--- src/rtl/video_config.svh ---
`ifndef VIDEO_CONFIG_SVH
`define VIDEO_CONFIG_SVH

// Raster geometry in 6 MHz pixels and lines
`define VID_H_TOTAL     384     // Pixels per line
`define VID_V_TOTAL     264     // Lines per frame
`define VID_V_ACTIVE    224     // Visible lines, blank from here on

// Scroll RAM and tile VRAM share one address width
`define VID_RAM_AW      11

// Enable pattern length in 18 MHz enables
`define VID_CEN_DIV     6

// Pixel phase within a 4 pixel group, from h[1:0]
`define VID_CPU_SLOT    2'd0    // CPU owns the RAMs
`define VID_GFX_SLOT    2'd2    // Graphics fetch owns the RAMs

`endif

--- src/rtl/video_pkg.sv ---
`default_nettype none

`include "video_config.svh"

package video_pkg;

    // Clock enables, all active low, valid for one MCLK
    typedef struct packed {
        logic               p9_n;       // 9 MHz rising edge
        logic               n9_n;       // 9 MHz falling edge
        logic               p6_n;       // 6 MHz rising edge, pixel advance
        logic               n6_n;       // 6 MHz falling edge
    } cen_t;

    // Pixel position
    typedef struct packed {
        logic   [8:0]       v_cnt;
        logic   [8:0]       h_cnt;
    } raster_t;

    // Memory slot strobes
    typedef struct packed {
        logic               time1;      // Read latch enable, high
        logic               time2;      // Write enable, low
        logic               vrtime;     // Video read time, low
        logic               champx;     // Slot mux phase, low at slot start
    } slot_t;

    // 68000 style bus request
    typedef struct packed {
        logic               req;
        logic               rw;         // 1 = read
        logic               uds_n;
        logic               lds_n;
        logic   [14:0]      addr;       // Word address
        logic   [15:0]      wdata;
    } cpu_req_t;

    // Chip selects, one low per request
    typedef struct packed {
        logic               vzcs_n;     // Scroll RAM
        logic               vcs1_n;     // Tile VRAM
    } cpu_cs_t;

    typedef struct packed {
        logic   [`VID_RAM_AW-1:0] addr;
        logic               we_u_n;     // Upper lane write, low
        logic               we_l_n;     // Lower lane write, low
    } ram_ctrl_t;

    // One graphics-slot fetch result
    typedef struct packed {
        logic               valid;
        logic   [`VID_RAM_AW-1:0] vram_addr;
        logic   [15:0]      tile_word;
        logic   [7:0]       scroll_val;
    } fetch_t;

endpackage

`default_nettype wire

--- src/rtl/raster_counter.sv ---
`timescale 1ns/1ps
`default_nettype none

`include "video_config.svh"

module raster_counter
(
    input   wire                    i_EMU_MCLK,
    input   wire                    i_arst_n,
    input   wire video_pkg::cen_t   i_cen,
    output  video_pkg::raster_t     o_raster,
    output  logic                   o_vblank_n
);

localparam logic [8:0] H_LAST = 9'(`VID_H_TOTAL - 1);
localparam logic [8:0] V_LAST = 9'(`VID_V_TOTAL - 1);

logic   [8:0]   h_cnt;
logic   [8:0]   v_cnt;

//////////////////////////////////////////////////
// Pixel and line counters
//////////////////////////////////////////////////

always_ff @(posedge i_EMU_MCLK or negedge i_arst_n)
begin
    if(!i_arst_n)
    begin
        h_cnt <= '0;
        v_cnt <= '0;
    end
    else if(!i_cen.p6_n) // One step per pixel
    begin
        if(h_cnt == H_LAST)
        begin
            h_cnt <= '0;
            v_cnt <= (v_cnt == V_LAST) ? '0 : v_cnt + 1'b1; // Next line
        end
        else
        begin
            h_cnt <= h_cnt + 1'b1;
        end
    end
end

assign o_raster   = '{v_cnt: v_cnt, h_cnt: h_cnt};
assign o_vblank_n = (v_cnt < 9'(`VID_V_ACTIVE)); // Low on the blank lines

endmodule

`default_nettype wire

--- config.mk ---
export PLATFORM = sky130hd
export DESIGN_NAME = raster_counter
export DESIGN_NICKNAME = d
export VERILOG_FILES = /design/src/rtl/video_pkg.sv /design/src/rtl/raster_counter.sv
export VERILOG_INCLUDE_DIRS = /design/src /design/src/rtl
export SDC_FILE = /design/constraint.sdc
export NUM_CORES = 1
export LEC_CHECK = 0
export BUFFER_PORTS_ARGS = -buffer_cell sky130_fd_sc_hd__buf_2
export CORE_MARGIN = 2
export CORE_UTILIZATION = 45
export CTS_CLUSTER_DIAMETER = 100
export CTS_CLUSTER_SIZE = 30
export DETAILED_ROUTE_END_ITERATION = 6
export HOLD_SLACK_MARGIN = 0.03
export PLACE_DENSITY = 0.73
export SLEW_MARGIN = 15
export SYNTH_ARGS = -nofsm -noshare
export SYNTH_HDL_FRONTEND = slang
export SYNTH_SLANG_ARGS = --single-unit
--- constraint.sdc ---
create_clock -name i_EMU_MCLK -period 1.6 [get_ports i_EMU_MCLK]
set_input_delay 0.16 -clock i_EMU_MCLK [delete_from_list [all_inputs] [get_ports i_EMU_MCLK]]
set_output_delay 0.16 -clock i_EMU_MCLK [all_outputs]
set_load 0.05 [all_outputs]
After elaboration in Yosys (flattened, before gate mapping)
Index checks and enable logic that the tools add are counted.
- add/subtract/negate cells: 2
- equal/unequal tests: 2
- order comparisons: 1
- bitwise logic cells: 1
- muxes and demuxes: 2
- reductions and logical operators: 1
- operator list (operator ; count):
    adder 9 x 1 -> 9 bit, second input constant ; 2
    equality test 9 bit, second input constant ; 2
    two-way mux 9 bit ; 2
    less-than comparator 9 x 8 -> 1 bit, second input constant ; 1
    AND reduction 2 bit ; 1
    NOT 1 bit ; 1
- flip-flop bits (word level): 18
- word-level logic and storage cells: 11
- output and inout port bits: 19

Depth between registers and ports, before layout
Gate-level depths: netlist of run 1.
- depth after elaboration: 2
- depth in mapped cells: 6
- gate-level depth less buffers: 5

Worst setup path after synthesis of run 1
OpenSTA, ideal clock, no wires.
- kind: register -> register
- from: reg h_cnt[0]
- to: reg v_cnt[7]
- arrival: 1788 ps
- cell stages (with the launch flop): 6
- clock period less this slack: 1916 ps
- setup time: 128 ps
- setup slack: -316 ps
- buffers on the path: 0
- cells stage by stage: dfrtp_1 > ha_1 > nand3b_4 > nor3_4 > nand4_1 > mux2_1
- longest elaborated chain between the ends: 2
- RTL lines (element ; line ; RTL):
    start: declaration ; raster_counter.sv:18 ; logic [8:0] h_cnt;
    start signal: assignment ; raster_counter.sv:41 ; h_cnt <= h_cnt + 1'b1;
    equality test 9 bit ; raster_counter.sv:34 ; if(h_cnt == H_LAST)
    AND reduction 2 bit (no line) ; -- ;
    end signal: assignment ; raster_counter.sv:37 ; v_cnt <= (v_cnt == V_LAST) ? '0 : v_cnt + 1'b1;
    end: declaration ; raster_counter.sv:19 ; logic [8:0] v_cnt;
No other way between the ends.
A chain may end at the register's enable or synchronous reset.

Worst setup path in the final report of run 1
- from: reg h_cnt[0]
- to: reg v_cnt[1]
The elaborated chain is that of the path after synthesis.

==> out/qor.csv, run 1 <==
stage,metric,value,unit
worst_setup_path,kind of critical path,flip-flop to flip-flop,
clocking,H-tree depth reported by CTS,1,
grt,antenna violations before repair,0,
clocking,CTS tree,built,
routing,initial DRC count,21,
routing,routed len/inst,12.20,um
clocking,total CTS buffers,3,
logic_synthesis,top-count cell post-synth,dfrtp_1,
logic_synthesis,Post-Synth Adder-Cell Area,0.02714,
finish,share of cells above drive strength 1,0.5000,
logic_synthesis,Synth Register Bits,18,
finish,non-filler instance count after layout,143,
finish,Inserted Diodes,0,
sta,Post-Route Setup TNS,0,ns
logic_synthesis,top_reg_cell synth,dfrtp_1,
die,die width,49.27,um
status,outcome,"finished, final reports clean",
pwr,pwr dens,1171,nW/um^2
grt,GRT Overall Usage,0.1577,
logic_synthesis,most area-consuming cells after synthesis,"dfrtp_1, xnor2_1, mux2_2, nand2_1, ha_1",
worst_setup_path,Setup crit end kind,flip-flop,
placement,Placed Cells,137,
worst_setup_path,required time of the critical path,1.79,ns
worst_setup_path,crit path max fanout,7,
routing,Pre-antenna DRT Iters,4,
grt,GR Overflow Total,0,
grt,largest net degree at the start of global routing,19,
logic_synthesis,Netlist cell types,32,
logic_synthesis,Synth Area in Compound Gates,0.07463,
worst_setup_path,R2R setup slack,0.05,ns
placement,RePlAce Congestion,0.7823,
logic_synthesis,simple logic cell fraction of the synthesized area,0.2673,
worst_setup_path,Worst R2R Start,h_cnt[0],
clocking,CTS root buf,clkbuf_4,
clocking,clock-pin transition on the worst setup and hold timing paths,0.11,ns
pwr,maximum vdd drop,802.6,uV
sta,max_slew headroom,0.7375,
logic_synthesis,Post-Synth XOR/XNOR Area,0.06649,
logic_synthesis,Async SR Flop Fraction,1.000,
sta,RSZ-0062 raised after global routing,yes,
min_path,HP Class,primary input to flip-flop,
worst_setup_path,CP Launch Point,h_cnt[0],
clocking,Clock Path Buffers,2,
die,DIE AREA,2427,um^2
pwr,leakage,0.5719,nW
sta,Tmin final,1.547,ns
sta,Final Hold Fails,0,
logic_synthesis,sequential area share after synthesis,0.4885,
logic_synthesis,largest family of logic cells by synthesized area,simple AND/OR/NAND/NOR gates,
sta,fmax,646.5,MHz
logic_synthesis,yosys warns,0,
logic_synthesis,syn nets,91,
placement,Placed Area,1137,um^2
die,IO Count,25,
worst_setup_path,CP Launch Type,flip-flop,
finish,filler instances,172,
logic_synthesis,Synth top area share,0.4885,
grt,first-pass GRT wire length,2.994,mm
sta,Final setup viols,0,
min_path,Hold Crit Start,i_cen[1],
logic_synthesis,top post-synthesis cells by count,"dfrtp_1, nand2_1, nor2_1, xnor2_1",
clocking,clk_lat worst skew,0.29,ns
routing,vias post-DR,735,
placement,HPWL Detailed,1.300,mm
routing,DRC,0,
routing,drt total wl,1.744,mm
logic_synthesis,Mapped Cells,83,
finish,Post-layout nets,125,
logic_synthesis,mux cell area share after synthesis,0.05970,
grt,vias in the first global route,685,
routing,Final ANT Viol Nets,0,
finish,area delta synth->final,31.34,%
die,chip height,49.27,um
worst_setup_path,crit path DAT,1.74,ns
finish,Final Cell Area,1211,um^2
logic_synthesis,leading area contributor after synthesis,dfrtp_1,
sta,Final Max Tran Viols,0,
die,initial core utilization,0.4749,
sta,Worst-Margin Slew,0.3937,ns
routing,DR vias/cell,5.140,
logic_synthesis,Mapped Avg Cell Area,11.11,um^2
placement,Buffers on Ports,21,
logic_synthesis,Post-synth EDFFs,0,
die,Core ar.,1942,um^2
die,row cnt,16,
clocking,clock sinks,18,
sta,crit share post-route,0.9668,
sta,skew final,0.0005997,ns
flow_run,max cap viols,0,
logic_synthesis,Mapped Area,922.1,um^2
layout make-up:
class | count | area [um^2] | share of cell area
multi-input cells | 63 | 491.7 | 0.4060
flip-flops and latches | 18 | 466.7 | 0.3853
repair buffers | 30 | 178.9 | 0.1477
clock buffers | 4 | 36.28 | 0.02996
well taps | 27 | 33.78 | 0.02789
inverters | 1 | 3.754 | 0.003099
cell usage in the layout (no fill, tap or decap), drive strengths merged, types with 3 or more instances in the layout:
cell | Yosys | routed
nand2b | 3 | 3
nand2 | 8 | 8
nor3 | 4 | 4
nand4 | 3 | 3
clkbuf | 0 | 4
dfrtp | 18 | 18
o21ai | 5 | 5
xnor2 | 6 | 6
mux2 | 4 | 4
buf | 1 | 29
nand3 | 4 | 4
nor2 | 6 | 6
critical path: stages (launching register included):
cell,delay (ns)
dfrtp_2,0.43
ha_4,0.17
nand3b_4,0.09
nor3_4,0.28
buf_6,0.16
mux2_2,0.32
registers in the layout (all words and copies together), names as in the netlist:
| name | cells |
|---|---|
| v_cnt | 9 |
| h_cnt | 9 |
final timing paths:
check | end | cells after the start
max | v_cnt[1] | 5
min | h_cnt[0] | 2
max reg2reg | v_cnt[1] | 5
min reg2reg | h_cnt[6] | 1
max in group asynchronous | v_cnt[3] | 2
min in group asynchronous | h_cnt[4] | 2
metrics by stage:
step                        util  setup WS (ns)  hold WS, ns  power [mW]
after floorplan                -       -0.02703      -0.1356       1.011
after global placement    0.5857        0.07174       0.1105       1.133
after detailed placement  0.5857        0.05762       0.1111       1.150
after CTS                 0.6095        0.02983       0.1478       1.436
after global routing      0.6237       -0.03804       0.1577       1.496
final                     0.6237        0.05310       0.1491       1.418
repair_timing:
action | 4_1_cts | 5_1_grt
buffers inserted | 0 | 1
hold endpoints to repair | 18 | 0
endpoints found under the setup margin | 0 | 4
gates resized for setup | 0 | 4
hold buffers | 1 | 0
cells by family after synthesis:
| kind of cell | Yosys count |
|---|---|
| mux | 5 |
| flops | 18 |
| buf+inv | 2 |
| xor+xnor | 7 |
| simple gates | 38 |
| compound gates | 11 |
| fa+ha+maj | 2 |
power breakdown:
group / switching, mW / internal (mW)
sequential: 0.104 / 0.535
clock: 0.147 / 0.139
combinational: 0.346 / 0.147
metal layers:
layer / global-route usage / routed length (um) / vias to the layer above
met3: 0.03067 / 75 / 4
met5: 0 / 0 / -
li1: - / - / 369
met2: 0.2703 / 857 / 17
met1: 0.1960 / 791 / 345
met4: 0.05714 / 21 / 0
No activity file was read; power rests on OpenSTA's default activity.
==> run 2, diff against run 1 <==
--- a/config.mk
+++ b/config.mk
@@ -8,12 +8,13 @@
 export LEC_CHECK = 0
 export BUFFER_PORTS_ARGS = -buffer_cell sky130_fd_sc_hd__buf_2
 export CORE_MARGIN = 2
-export CORE_UTILIZATION = 45
+export CORE_UTILIZATION = 46
 export CTS_CLUSTER_DIAMETER = 100
 export CTS_CLUSTER_SIZE = 30
 export DETAILED_ROUTE_END_ITERATION = 6
 export HOLD_SLACK_MARGIN = 0.03
-export PLACE_DENSITY = 0.73
+export PLACE_DENSITY = 0.71
+export REMOVE_ABC_BUFFERS = 1
 export SLEW_MARGIN = 15
 export SYNTH_ARGS = -nofsm -noshare
 export SYNTH_HDL_FRONTEND = slang
==> constraint.sdc (replaced) <==
create_clock -name i_EMU_MCLK -period 1.7 [get_ports i_EMU_MCLK]
set_input_delay 0.17 -clock i_EMU_MCLK [delete_from_list [all_inputs] [get_ports i_EMU_MCLK]]
set_output_delay 0.17 -clock i_EMU_MCLK [all_outputs]
set_load 0.05 [all_outputs]
==> run 2 against run 1 <==
Compared with the run above: sequential share of layout area increased by 0.68 points; count of clock-buffer cells in the layout unchanged; combinational power decreased by 2%; largest cell class unchanged.
==> out/qor.csv, run 2 (synthesized netlist as in run 1, its figures left out) <==
stage,metric,value,unit
status,outcome,"finished, final reports clean",
pwr,Clock Power Share,0.199,
finish,filler instances,184,
worst_setup_path,Max stage delay on crit path,0.43,ns
routing,Final ANT Viol Nets,0,
finish,Inserted Diodes,0,
sta,fmax,627.6,MHz
flow_run,max cap viols,0,
grt,vias in the first global route,630,
worst_setup_path,Setup crit end kind,flip-flop,
finish,most frequent cells in the layout,"buf_2, dfrtp_1, nand2_1, buf_4",
clocking,clock sinks,18,
die,IO Count,25,
grt,antenna violations before repair,0,
grt,first-pass GRT wire length,2.608,mm
clocking,H-tree depth reported by CTS,1,
routing,vias post-DR,714,
clocking,Clock Path Buffers,2,
sta,Final setup viols,0,
grt,M2 GR Usage,0.2466,
grt,GR Overflow Total,0,
worst_setup_path,Worst R2R Start,v_cnt[0],
finish,Post-layout nets,124,
pwr,sw frac,0.4196,
placement,Placed Cells,136,
worst_setup_path,Worst path slowest cell,dfrtp_1,
placement,Buffers on Ports,21,
clocking,total CTS buffers,3,
sta,max_slew headroom,0.7296,
finish,"most common cell after layout, fill and taps aside",buf_2,
pwr,Int Power,0.7683,mW
worst_setup_path,kind of critical path,flip-flop to flip-flop,
worst_setup_path,R2R setup slack,0.11,ns
worst_setup_path,crit path max fanout,6,
clocking,CTS root buf,clkbuf_4,
routing,DR vias/cell,5.028,
min_path,HP Class,primary input to flip-flop,
placement,RePlAce Congestion,0.7498,
grt,M3 GR Usage,0.02761,
worst_setup_path,crit-path cells,ha_1 > and2_1 > and4b_1 > nor4b_1 > a21o_1,
min_path,Hold Crit Start,i_cen[1],
pwr,leakage,0.5833,nW
worst_setup_path,FF-to-FF path depth,5,
die,die width,48.78,um
routing,Pre-antenna DRT Iters,3,
grt,Top Usage Layer GRT,met2,
die,chip height,48.78,um
worst_setup_path,capturing point of the worst reg2reg path,v_cnt[3],
die,Core ar.,1922,um^2
worst_setup_path,CP Launch Type,flip-flop,
pwr,combinational power share,0.365,
min_path,worst hold path endpoint,h_cnt[0],
routing,DRC,0,
routing,initial DRC count,9,
sta,Tmin final,1.593,ns
finish,area delta synth->final,24.56,%
finish,share of cells above drive strength 1,0.3478,
grt,GRT Overall Usage,0.1400,
sta,crit share post-route,0.9373,
pwr,pwr dens,1153,nW/um^2
worst_setup_path,crit path DAT,1.83,ns
die,row cnt,16,
worst_setup_path,Worst path top cell family by delay,simple AND/OR/NAND/NOR gates,
worst_setup_path,crit path buf inv count,0,
worst_setup_path,required time of the critical path,1.94,ns
grt,largest net degree at the start of global routing,19,
pwr,Seq pwr share,0.436,
placement,HPWL Detailed,1.251,mm
pwr,NetSw,0.5555,mW
sta,Worst-Margin Slew,0.4056,ns
sta,RSZ-0062 raised after global routing,no,
finish,top flop regs,"h_cnt: 9 flops, v_cnt: 9 flops",
sta,Final Max Tran Viols,0,
sta,Final Hold Fails,0,
min_path,WHS Path Cells,2,
pwr,maximum vdd drop,698.2,uV
die,DIE AREA,2379,um^2
routing,drt total wl,1.648,mm
die,initial core utilization,0.4798,
placement,Place WS,0.03659,ns
sta,skew final,0.002847,ns
clocking,clock-pin transition on the worst setup and hold timing paths,0.11,ns
clocking,CTS tree,built,
finish,non-filler instance count after layout,142,
sta,setup ws final,0.1066,ns
clocking,clk_lat worst skew,0.29,ns
routing,routed len/inst,11.61,um
grt,GR Util met1,0.1727,
[run 2: worst max path at each step]
stage	start	cells past startpoint	endpoint
finish	v_cnt[0]	5	v_cnt[3]
global placement	h_cnt[0]	5	v_cnt[1]
detailed placement	h_cnt[0]	5	v_cnt[1]
CTS	h_cnt[0]	5	v_cnt[1]
floorplan	h_cnt[0]	5	v_cnt[7]
global route	v_cnt[0]	5	v_cnt[3]
[run 2: layout make-up]
cell class	count	area (um^2)	area share
Multi-Input combinational cell	63	456.7	0.3976
Sequential cell	18	450.4	0.3922
Clock buffer	4	36.28	0.03159
Inverter	1	3.754	0.003268
Tap cell	27	33.78	0.02941
Timing Repair Buffer	29	167.7	0.1460
[run 2: layer usage]
metal / up-vias / wire (um)
li1: 366 / -
met1: 328 / 807
met2: 18 / 739
met3: 2 / 85
met4: 0 / 17
met5: - / 0
[run 2: through the flow]
stage,area [um^2],hold slack [ns],setup TNS (ns),power [mW],utilization
2_1_floorplan,910.9,-0.1256,-2.018,0.9224,-
3_3_place_gp,1095,0.1234,0,1.060,0.5697
3_5_place_dp,1095,0.1198,0,1.074,0.5697
4_1_cts,1141,0.1706,0,1.335,0.5938
5_1_grt,1149,0.1742,0,1.395,0.5977
6_report,1149,0.1770,0,1.324,0.5977
[run 2: timing repair]
item / in CTS / in global routing
endpoints found under the hold margin: 18 / 0
resized for setup: 0 / 0
setup endpoints to repair: 0 / 2
buffers inserted: 0 / 1
hold buffers: 1 / 0
[run 2: power groups by stage]
stage                     combinational, mW  clock (mW)  sequential [mW]
after detailed placement              0.488           0            0.587
final                                 0.484       0.263            0.577
after floorplan                       0.109           0            0.814
after global placement                0.479           0            0.580
after global routing                  0.514       0.295            0.586
after CTS                             0.490       0.267            0.578
[run 2: worst register-to-register path, delay by kind of cell (launching register included)]
family                   cells  cell delay (ns)
AND/OR/NAND/NOR              3             0.75
adder cells (fa/ha/maj)      1             0.24
AO/OA/AOI/OAI                1             0.12
flip-flops                   1             0.43
